==> src/ooo_config.svh <==
/*
 * sizes shared by the out-of-order back end
 * ROB depth and tag width, data width, register file shape
 */

`ifndef OOO_CONFIG_SVH
`define OOO_CONFIG_SVH

// reorder buffer depth, power of two
`define OOO_ROB_SIZE 8
// log2 of the ROB depth
`define OOO_TAG_WIDTH 3

// data and pc width
`define OOO_XLEN 32

// architectural register file
`define OOO_REG_COUNT 32
`define OOO_REG_WIDTH 5
// r0 is hardwired and never written
`define OOO_ZERO_REG 0

`endif

==> src/ooo_pkg.sv <==
/*
 * shared types for the back end
 * opcode enum and dispatch FSM states
 */

`default_nettype none

package ooo_pkg;

    // instruction classes seen by the back end
    typedef enum logic [1:0] {
        op_alu    = 2'b00,
        op_branch = 2'b01,
        op_halt   = 2'b10
    } opcode_t;

    // dispatch stops accepting after a halt until a squash
    typedef enum logic {
        disp_run    = 1'b0,
        disp_halted = 1'b1
    } dispatch_state_t;

endpackage

`default_nettype wire

==> src/dispatch_unit.sv <==
/*
 * dispatch stage
 * valid/ready intake, ROB credit counter, one-stage issue register
 */

`default_nettype none
`timescale 1ns/1ps
`include "ooo_config.svh"

module dispatch_unit
    import ooo_pkg::*;
(
    input  logic                      clock,
    input  logic                      reset,
    input  logic                      inst_valid,
    input  opcode_t                   inst_opcode,
    input  logic [`OOO_XLEN-1:0]      inst_pc,
    input  logic [`OOO_REG_WIDTH-1:0] inst_dest,
    input  logic                      inst_predict_taken,
    output logic                      inst_ready,
    input  logic                      credit_return,
    input  logic                      squash,
    output logic                      alloc_valid,
    output opcode_t                   alloc_opcode,
    output logic [`OOO_XLEN-1:0]      alloc_pc,
    output logic [`OOO_REG_WIDTH-1:0] alloc_dest,
    output logic                      alloc_predict_taken
);

    localparam int CRED_W = `OOO_TAG_WIDTH + 1;
    localparam logic [CRED_W-1:0] FULL_CREDITS = CRED_W'(`OOO_ROB_SIZE);

    logic [CRED_W-1:0] credits;
    dispatch_state_t   state;
    logic              accept;

    // no intake while out of credits, halted, or flushing
    assign inst_ready = (credits != '0) && (state == disp_run) && !squash;
    assign accept     = inst_valid && inst_ready;

    ////////////////////////////////////////////////////////////
    // credits and FSM
    ////////////////////////////////////////////////////////////

    always_ff @(posedge clock) begin
        if (reset) begin
            credits     <= FULL_CREDITS;
            state       <= disp_run;
            alloc_valid <= 1'b0;
        end else begin
            alloc_valid <= accept;
            if (squash) begin
                // ROB empties on the same edge
                credits <= FULL_CREDITS;
                state   <= disp_run;
            end else begin
                credits <= credits - CRED_W'(accept) + CRED_W'(credit_return);
                if (accept && inst_opcode == op_halt) begin
                    state <= disp_halted;
                end
            end
        end
    end

    // issue payload, only meaningful with alloc_valid
    always_ff @(posedge clock) begin
        if (accept) begin
            alloc_opcode        <= inst_opcode;
            alloc_pc            <= inst_pc;
            alloc_dest          <= inst_dest;
            alloc_predict_taken <= inst_predict_taken;
        end
    end

    ////////////////////////////////////////////////////////////
    // checks
    ////////////////////////////////////////////////////////////

    // a return pulse only follows an earlier acceptance
    credit_bound: assert property (
        @(posedge clock) disable iff (reset) credits <= FULL_CREDITS
    ) else $error("dispatch credit count above ROB size");

endmodule

`default_nettype wire

==> src/reorder_buffer.sv <==
/*
 * reorder buffer
 * circular entry array, CDB completion by tag,
 * in-order retirement and flush on mispredict
 */

`default_nettype none
`timescale 1ns/1ps
`include "ooo_config.svh"

module reorder_buffer
    import ooo_pkg::*;
(
    input  logic                      clock,
    input  logic                      reset,
    input  logic                      alloc_valid,
    input  opcode_t                   alloc_opcode,
    input  logic [`OOO_XLEN-1:0]      alloc_pc,
    input  logic [`OOO_REG_WIDTH-1:0] alloc_dest,
    input  logic                      alloc_predict_taken,
    output logic [`OOO_TAG_WIDTH-1:0] alloc_tag,
    input  logic                      cdb_valid,
    input  logic [`OOO_TAG_WIDTH-1:0] cdb_tag,
    input  logic [`OOO_XLEN-1:0]      cdb_value,
    input  logic                      cdb_taken,
    output logic                      credit_return,
    output logic                      retire_valid,
    output opcode_t                   retire_opcode,
    output logic [`OOO_REG_WIDTH-1:0] retire_dest,
    output logic [`OOO_XLEN-1:0]      retire_value,
    output logic                      retire_squash,
    output logic [`OOO_XLEN-1:0]      retire_redirect_pc
);

    localparam int CNT_W = `OOO_TAG_WIDTH + 1;
    localparam logic [CNT_W-1:0] FULL_COUNT = CNT_W'(`OOO_ROB_SIZE);

    logic [`OOO_TAG_WIDTH-1:0] head;
    logic [`OOO_TAG_WIDTH-1:0] tail;
    logic [CNT_W-1:0]          count;
    logic                      empty;
    logic                      full;

    // entry state
    logic                      entry_valid   [`OOO_ROB_SIZE];
    logic                      entry_ready   [`OOO_ROB_SIZE];
    logic                      entry_mispred [`OOO_ROB_SIZE];
    // entry payload
    opcode_t                   entry_opcode  [`OOO_ROB_SIZE];
    logic [`OOO_XLEN-1:0]      entry_pc      [`OOO_ROB_SIZE];
    logic [`OOO_REG_WIDTH-1:0] entry_dest    [`OOO_ROB_SIZE];
    logic [`OOO_XLEN-1:0]      entry_value   [`OOO_ROB_SIZE];
    logic                      entry_pred    [`OOO_ROB_SIZE];

    assign empty     = (count == '0);
    assign full      = (count == FULL_COUNT);
    assign alloc_tag = tail;

    ////////////////////////////////////////////////////////////
    // head view for retirement
    ////////////////////////////////////////////////////////////

    assign retire_valid  = !empty && entry_ready[head];
    assign retire_squash = retire_valid && entry_mispred[head];
    assign credit_return = retire_valid && !retire_squash;
    assign retire_opcode = entry_opcode[head];
    assign retire_dest   = entry_dest[head];
    assign retire_value  = entry_value[head];

    // predicted taken means the fall-through was skipped,
    // otherwise the stored value holds the branch target
    assign retire_redirect_pc = entry_pred[head] ? entry_pc[head] + `OOO_XLEN'(4)
                                                 : entry_value[head];

    ////////////////////////////////////////////////////////////
    // pointers and entry state
    ////////////////////////////////////////////////////////////

    always_ff @(posedge clock) begin
        if (reset || retire_squash) begin
            head  <= '0;
            tail  <= '0;
            count <= '0;
            for (int i = 0; i < `OOO_ROB_SIZE; i++) begin
                entry_valid[i] <= 1'b0;
                entry_ready[i] <= 1'b0;
            end
        end else begin
            // completion; a write to the tail being allocated is impossible
            if (cdb_valid && entry_valid[cdb_tag]) begin
                entry_ready[cdb_tag]   <= 1'b1;
                entry_mispred[cdb_tag] <= (entry_opcode[cdb_tag] == op_branch) &&
                                          (cdb_taken != entry_pred[cdb_tag]);
            end
            if (alloc_valid) begin
                entry_valid[tail]   <= 1'b1;
                entry_ready[tail]   <= 1'b0;
                entry_mispred[tail] <= 1'b0;
                tail                <= tail + 1'b1;
            end
            if (retire_valid) begin
                entry_valid[head] <= 1'b0;
                entry_ready[head] <= 1'b0;
                head              <= head + 1'b1;
            end
            count <= count + CNT_W'(alloc_valid) - CNT_W'(retire_valid);
        end
    end

    // payload fields carry no reset
    always_ff @(posedge clock) begin
        if (alloc_valid) begin
            entry_opcode[tail] <= alloc_opcode;
            entry_pc[tail]     <= alloc_pc;
            entry_dest[tail]   <= alloc_dest;
            entry_pred[tail]   <= alloc_predict_taken;
        end
        if (cdb_valid && entry_valid[cdb_tag]) begin
            entry_value[cdb_tag] <= cdb_value;
        end
    end

    ////////////////////////////////////////////////////////////
    // checks
    ////////////////////////////////////////////////////////////

    // dispatch credits must keep allocation off a full buffer
    no_alloc_when_full: assert property (
        @(posedge clock) disable iff (reset) alloc_valid |-> !full || retire_squash
    ) else $error("ROB allocation while full");

    // the execution side only completes tags it was issued
    cdb_hits_valid: assert property (
        @(posedge clock) disable iff (reset) cdb_valid |-> entry_valid[cdb_tag]
    ) else $error("CDB write to an empty ROB entry");

endmodule

`default_nettype wire

==> src/retire_unit.sv <==
/*
 * retire stage
 * architectural register file, commit and redirect pulses, halt flag
 */

`default_nettype none
`timescale 1ns/1ps
`include "ooo_config.svh"

module retire_unit
    import ooo_pkg::*;
(
    input  logic                      clock,
    input  logic                      reset,
    input  logic                      retire_valid,
    input  opcode_t                   retire_opcode,
    input  logic [`OOO_REG_WIDTH-1:0] retire_dest,
    input  logic [`OOO_XLEN-1:0]      retire_value,
    input  logic                      retire_squash,
    input  logic [`OOO_XLEN-1:0]      retire_redirect_pc,
    output logic                      commit_valid,
    output logic [`OOO_REG_WIDTH-1:0] commit_dest,
    output logic [`OOO_XLEN-1:0]      commit_value,
    output logic                      redirect_valid,
    output logic [`OOO_XLEN-1:0]      redirect_pc,
    output logic                      halted,
    input  logic [`OOO_REG_WIDTH-1:0] arch_read_idx,
    output logic [`OOO_XLEN-1:0]      arch_read_value
);

    logic [`OOO_XLEN-1:0] arch_regs [`OOO_REG_COUNT];
    logic                 reg_write;

    // only alu results reach the register file, r0 stays zero
    assign reg_write = retire_valid && (retire_opcode == op_alu) &&
                       (retire_dest != `OOO_REG_WIDTH'(`OOO_ZERO_REG));

    assign arch_read_value = arch_regs[arch_read_idx];

    ////////////////////////////////////////////////////////////
    // architectural state
    ////////////////////////////////////////////////////////////

    // registers read as zero out of reset
    always_ff @(posedge clock) begin
        if (reset) begin
            for (int i = 0; i < `OOO_REG_COUNT; i++) begin
                arch_regs[i] <= '0;
            end
        end else if (reg_write) begin
            arch_regs[retire_dest] <= retire_value;
        end
    end

    always_ff @(posedge clock) begin
        if (reset) begin
            commit_valid   <= 1'b0;
            redirect_valid <= 1'b0;
            halted         <= 1'b0;
        end else begin
            commit_valid   <= retire_valid;
            redirect_valid <= retire_squash;
            // sticky until reset
            if (retire_valid && retire_opcode == op_halt) begin
                halted <= 1'b1;
            end
        end
    end

    always_ff @(posedge clock) begin
        if (retire_valid) begin
            commit_dest  <= retire_dest;
            commit_value <= retire_value;
        end
        if (retire_squash) begin
            redirect_pc <= retire_redirect_pc;
        end
    end

endmodule

`default_nettype wire

==> src/ooo_core_top.sv <==
/*
 * back-end top level
 * dispatch, reorder buffer and retire stage
 */

`default_nettype none
`timescale 1ns/1ps
`include "ooo_config.svh"

module ooo_core_top
    import ooo_pkg::*;
(
    input  logic                      clock,
    input  logic                      reset,
    // decoded instruction intake
    input  logic                      inst_valid,
    input  opcode_t                   inst_opcode,
    input  logic [`OOO_XLEN-1:0]      inst_pc,
    input  logic [`OOO_REG_WIDTH-1:0] inst_dest,
    input  logic                      inst_predict_taken,
    output logic                      inst_ready,
    // tag handed to the execution side
    output logic                      issue_valid,
    output logic [`OOO_TAG_WIDTH-1:0] issue_tag,
    // common data bus
    input  logic                      cdb_valid,
    input  logic [`OOO_TAG_WIDTH-1:0] cdb_tag,
    input  logic [`OOO_XLEN-1:0]      cdb_value,
    input  logic                      cdb_taken,
    // commit side
    output logic                      commit_valid,
    output logic [`OOO_REG_WIDTH-1:0] commit_dest,
    output logic [`OOO_XLEN-1:0]      commit_value,
    output logic                      redirect_valid,
    output logic [`OOO_XLEN-1:0]      redirect_pc,
    output logic                      halted,
    input  logic [`OOO_REG_WIDTH-1:0] arch_read_idx,
    output logic [`OOO_XLEN-1:0]      arch_read_value
);

    logic                      alloc_valid;
    opcode_t                   alloc_opcode;
    logic [`OOO_XLEN-1:0]      alloc_pc;
    logic [`OOO_REG_WIDTH-1:0] alloc_dest;
    logic                      alloc_predict_taken;
    logic [`OOO_TAG_WIDTH-1:0] alloc_tag;
    logic                      credit_return;
    logic                      retire_valid;
    opcode_t                   retire_opcode;
    logic [`OOO_REG_WIDTH-1:0] retire_dest;
    logic [`OOO_XLEN-1:0]      retire_value;
    logic                      retire_squash;
    logic [`OOO_XLEN-1:0]      retire_redirect_pc;

    // the entry written this cycle is the one the execution side must complete
    assign issue_valid = alloc_valid;
    assign issue_tag   = alloc_tag;

    dispatch_unit u_dispatch (
        .clock               (clock),
        .reset               (reset),
        .inst_valid          (inst_valid),
        .inst_opcode         (inst_opcode),
        .inst_pc             (inst_pc),
        .inst_dest           (inst_dest),
        .inst_predict_taken  (inst_predict_taken),
        .inst_ready          (inst_ready),
        .credit_return       (credit_return),
        .squash              (retire_squash),
        .alloc_valid         (alloc_valid),
        .alloc_opcode        (alloc_opcode),
        .alloc_pc            (alloc_pc),
        .alloc_dest          (alloc_dest),
        .alloc_predict_taken (alloc_predict_taken)
    );

    reorder_buffer u_rob (
        .clock               (clock),
        .reset               (reset),
        .alloc_valid         (alloc_valid),
        .alloc_opcode        (alloc_opcode),
        .alloc_pc            (alloc_pc),
        .alloc_dest          (alloc_dest),
        .alloc_predict_taken (alloc_predict_taken),
        .alloc_tag           (alloc_tag),
        .cdb_valid           (cdb_valid),
        .cdb_tag             (cdb_tag),
        .cdb_value           (cdb_value),
        .cdb_taken           (cdb_taken),
        .credit_return       (credit_return),
        .retire_valid        (retire_valid),
        .retire_opcode       (retire_opcode),
        .retire_dest         (retire_dest),
        .retire_value        (retire_value),
        .retire_squash       (retire_squash),
        .retire_redirect_pc  (retire_redirect_pc)
    );

    retire_unit u_retire (
        .clock               (clock),
        .reset               (reset),
        .retire_valid        (retire_valid),
        .retire_opcode       (retire_opcode),
        .retire_dest         (retire_dest),
        .retire_value        (retire_value),
        .retire_squash       (retire_squash),
        .retire_redirect_pc  (retire_redirect_pc),
        .commit_valid        (commit_valid),
        .commit_dest         (commit_dest),
        .commit_value        (commit_value),
        .redirect_valid      (redirect_valid),
        .redirect_pc         (redirect_pc),
        .halted              (halted),
        .arch_read_idx       (arch_read_idx),
        .arch_read_value     (arch_read_value)
    );

endmodule

`default_nettype wire

==> config.mk <==
export PLATFORM = sky130hd
export DESIGN_NAME = ooo_core_top
export DESIGN_NICKNAME = d
export VERILOG_FILES = /design/src/ooo_pkg.sv /design/src/dispatch_unit.sv /design/src/reorder_buffer.sv /design/src/retire_unit.sv /design/src/ooo_core_top.sv
export VERILOG_INCLUDE_DIRS = /design/src
export SDC_FILE = /design/constraint.sdc
export NUM_CORES = 2
export LEC_CHECK = 0
export ABC_CLOCK_PERIOD_IN_PS = 13500
export BUFFER_PORTS_ARGS = -buffer_cell sky130_fd_sc_hd__buf_2
export CAP_MARGIN = 10
export CORE_UTILIZATION = 45
export DETAILED_ROUTE_END_ITERATION = 10
export GPL_TIMING_DRIVEN = 0
export REMOVE_ABC_BUFFERS = 1
export SKIP_LAST_GASP = 1
export SLEW_MARGIN = 20
export SYNTH_ARGS = -nofsm -noshare
export SYNTH_HDL_FRONTEND = slang
export SYNTH_SLANG_ARGS = --single-unit
export TNS_END_PERCENT = 5
==> constraint.sdc <==
create_clock -name clock -period 13.5 [get_ports clock]
set_input_delay 1.35 -clock clock [delete_from_list [all_inputs] [get_ports clock]]
set_output_delay 1.35 -clock clock [all_outputs]
set_load 0.05 [all_outputs]
==> metrics.txt <==
outcome=completed; period utilisation layout=0.468; antenna-violating nets left=0; CP endpoint=arch_read_value[7]; LEAKAGE=0.0292 µW; die boundary height=between 400 and 500 µm; top cell type by total area after synthesis=edfxtp_1; R2R cell count=7; Mapped Area=just over 70000 µm²; # rows=between 100 and 150; Sw Share=0.221; NumNets Final=4488; GR Util All Layers=0.241; aggregate global routing overflow=0; DR pass1 iterations=5; GPL Wtd Cong=0.822; Worst Setup Start Kind=primary input; max-cap violations=0; clk root buf=clkbuf_16; non-filler cells, final=6603; Area contributors post-synth=edfxtp_1 (71%), mux4_2 (15%), nor2_1 (5.5%), dfxtp_1 (1.3%), mux2i_1 (1.1%); CTS Buf Count=around 180; Max Clock Freq=roughly 160 MHz; DR vias/cell=~6; number of synthesis warnings=0; CTS tree=yes; Hold-fix buffers, CTS=0; worst-margin pin slew=0.913 ns; number of global-route vias before repair=between 30000 and 40000; Yosys cell types=68; DP Cell Count=~6300; initial antenna violation count=15; reg2reg end=u_retire.arch_regs[22][3]; Initial Utilization=0.454; FF-to-FF setup slack=about 8.6 ns; Rel. slew slack=0.391; Clk Latency, worst-skew pair=around 0.80 ns; CP endpoint kind=output port; via count=between 30000 and 40000; # DRC=0; clk_skew=0.0230 ns; synthesized instance count=approximately 4200; Net Sw Power=roughly 2600 µW; Comb power frac=0.061; Clk pwr share=0.403; Die Width=402 µm; sequential power share=0.536; CP required=~12 ns; Crit. Startpoint=arch_read_idx[0]; fraction of layout cells with a size suffix above 1=0.273; setup TNS=0 ns; Final Max Slew Viols=0; Max clock buf depth=3; type of the worst min-delay path=register to register; Avg Cell Area, Syn=between 15 and 20 µm²; core box area=~160000 µm²; Internal=between 9000 and 10000 µW; I/O pins=194; first-pass GRT wire length=roughly 280000 µm; CTS H-Tree Depth=4; final hold violations=0; Post-CTS Setup Bufs=0; Top FF cell, synth=edfxtp_1; Clock Pin Slew Worst Setup and Hold Paths=~0.06 ns; RSZ-0062 raised after global routing=no; Post-synth EDFFs=1709; min Tclk post-route=between 6 and 7 ns; Setup CP Type=primary input to output port; Die Area=about 160000 µm²; per-cell routed wire length=29.4 µm; crit path max fanout=58; flops & latches, synth=approximately 1800; Port Buffers=193; DRT iter0 DRCs=4095; share of the synthesized area in the top cell type=0.712; DP HPWL=roughly 120000 µm; post-synthesis async set-or-reset flop share=0; wirelength, routed=around 190000 µm; final setup fails=0; maximum vdd drop=138 µV; TritonCTS Sinks=roughly 1800; Worst EP arrival=a little under 5 ns; post-cts repair resize count=0; Area growth, synth to finish=16.5%; Cell Chain, Critical Path=buf_8, buf_16, buf_16, buf_16, mux4_2, mux4_2, mux2_2, buf_2; CP max-delay cell=mux4_2; Critical Path Max Stage Delay=between 0.6 and 0.7 ns; Pwr per Cell Area=139 nW/µm²; largest net degree at the start of global routing=81; cell mode on critical path=buf_16; sequential-to-total area share from yosys stat=0.725; hold slack final=between 0.4 and 0.5 ns
## power by group through the flow
stage,sequential (µW),combinational (µW),clock (µW)
final,6240,715,4690
after global routing,6250,753,4940
after CTS,6240,718,4750
after detailed placement,6350,715,0
after global placement,6350,722,0
after floorplan,6330,399,0
## cell usage after synthesis (5+ instances only)
| cell type | n |
|---|---|
| a31oi_1 | 9 |
| a21oi_1 | 14 |
| nor2_1 | 1056 |
| xnor2_1 | 12 |
| o22ai_1 | 5 |
| nand2_1 | 92 |
| clkbuf_1 | 180 |
| nor3_1 | 16 |
| o21ai_0 | 27 |
| ha_1 | 13 |
| a2111oi_0 | 5 |
| edfxtp_1 | 1709 |
| buf_6 | 7 |
| mux4_2 | 464 |
| a211oi_1 | 9 |
| nand2b_1 | 10 |
| mux2i_1 | 82 |
| nor4_1 | 15 |
| buf_2 | 105 |
| nor2b_1 | 12 |
| and4_1 | 12 |
| o31ai_1 | 10 |
| buf_4 | 6 |
| buf_1 | 31 |
| dfxtp_1 | 46 |
| mux2_2 | 53 |
| xor2_1 | 7 |
| inv_1 | 55 |
| and2_1 | 9 |
## cell type report
| cell class | instances | area, µm² |
|---|---|---|
| fill | 12600 | 74800 |
| tap | 2072 | 2590 |
| sequential | 1755 | 52300 |
| inverter | 56 | 215 |
| timing repair buffer | 354 | 4230 |
| multi-input combinational | 2042 | 19200 |
| clock buffer | 228 | 4790 |
| clock inverter | 93 | 637 |
| antenna | 3 | 7.51 |
## per-stage QoR
| step | util | power (µW) | instance area [µm²] | setup slack [ns] |
|---|---|---|---|---|
| final | 0.529 | 11600 | 83900 | 7.18 |
| after CTS | 0.529 | 11700 | 83900 | 7.04 |
| after detailed placement | 0.494 | 7070 | 78500 | 7.05 |
| after global placement | 0.468 | 7080 | 74300 | -3.63 |
| after global routing | 0.529 | 11900 | 83900 | 6.92 |
| after floorplan | - | 6730 | 70700 | 1.38 |
## sequential cells by signal, summed over array words and instances, names as in the netlist, 5 cells and up, named ones only
| register | count |
|---|---|
| u_rob.entry_pred | 8 |
| u_dispatch.alloc_dest | 5 |
| u_rob.entry_dest | 40 |
| u_dispatch.alloc_pc | 32 |
| u_rob.entry_ready | 8 |
| u_retire.commit_dest | 5 |
| u_rob.entry_opcode | 16 |
| u_rob.entry_pc | 256 |
| u_retire.arch_regs | 1024 |
| u_rob.entry_value | 256 |
| u_retire.commit_value | 32 |
| u_retire.redirect_pc | 32 |
| u_rob.entry_valid | 8 |
| u_rob.entry_mispred | 8 |
## metal layers
metal	wire [µm]	track usage
met1	78000	0.332
met2	93200	0.384
met3	16400	0.0509
met4	6590	0.0829
met5	84	0
## how the worst min path moves through the flow
stage                     slack [ns]  depth (start not counted)                      to              startpoint
final                           0.47                          1  u_rob.entry_mispred[5]  u_rob.entry_mispred[5]
after global routing            0.48                          1  u_rob.entry_mispred[5]  u_rob.entry_mispred[5]
after CTS                       0.47                          1  u_rob.entry_mispred[5]  u_rob.entry_mispred[5]
after detailed placement        0.45                          1  u_rob.entry_mispred[5]  u_rob.entry_mispred[5]
after global placement          0.45                          1    u_rob.entry_valid[5]    u_rob.entry_valid[5]
after floorplan                 0.43                          1  u_rob.entry_mispred[5]  u_rob.entry_mispred[5]
## critical path: cells and delay by family
kind,cells,cell delay [ns]
buffers and inverters,5,1.88
muxes,3,1.52
## layout by cell type (no fill, tap or decap), types with 38 or more instances in the layout
| master | n |
|---|---|
| nand2_4 | 38 |
| buf_16 | 75 |
| dfxtp_1 | 43 |
| inv_1 | 53 |
| mux4_2 | 464 |
| clkbuf_1 | 43 |
| mux2i_1 | 48 |
| nor2_1 | 1051 |
| buf_2 | 195 |
| clkinv_1 | 52 |
| clkbuf_16 | 185 |
| mux2_2 | 53 |
| edfxtp_1 | 1709 |
## cell families after synthesis
family          Yosys count  synth area share
flops                  1755             0.725
simple gates           1267            0.0721
mux                     599             0.165
buf+inv                 385            0.0229
compound gates          110            0.0103
xor+xnor                 19           0.00231
fa+ha+maj                15           0.00281
other cells               1         0.0000520
(Power assumes the default switching activity.)
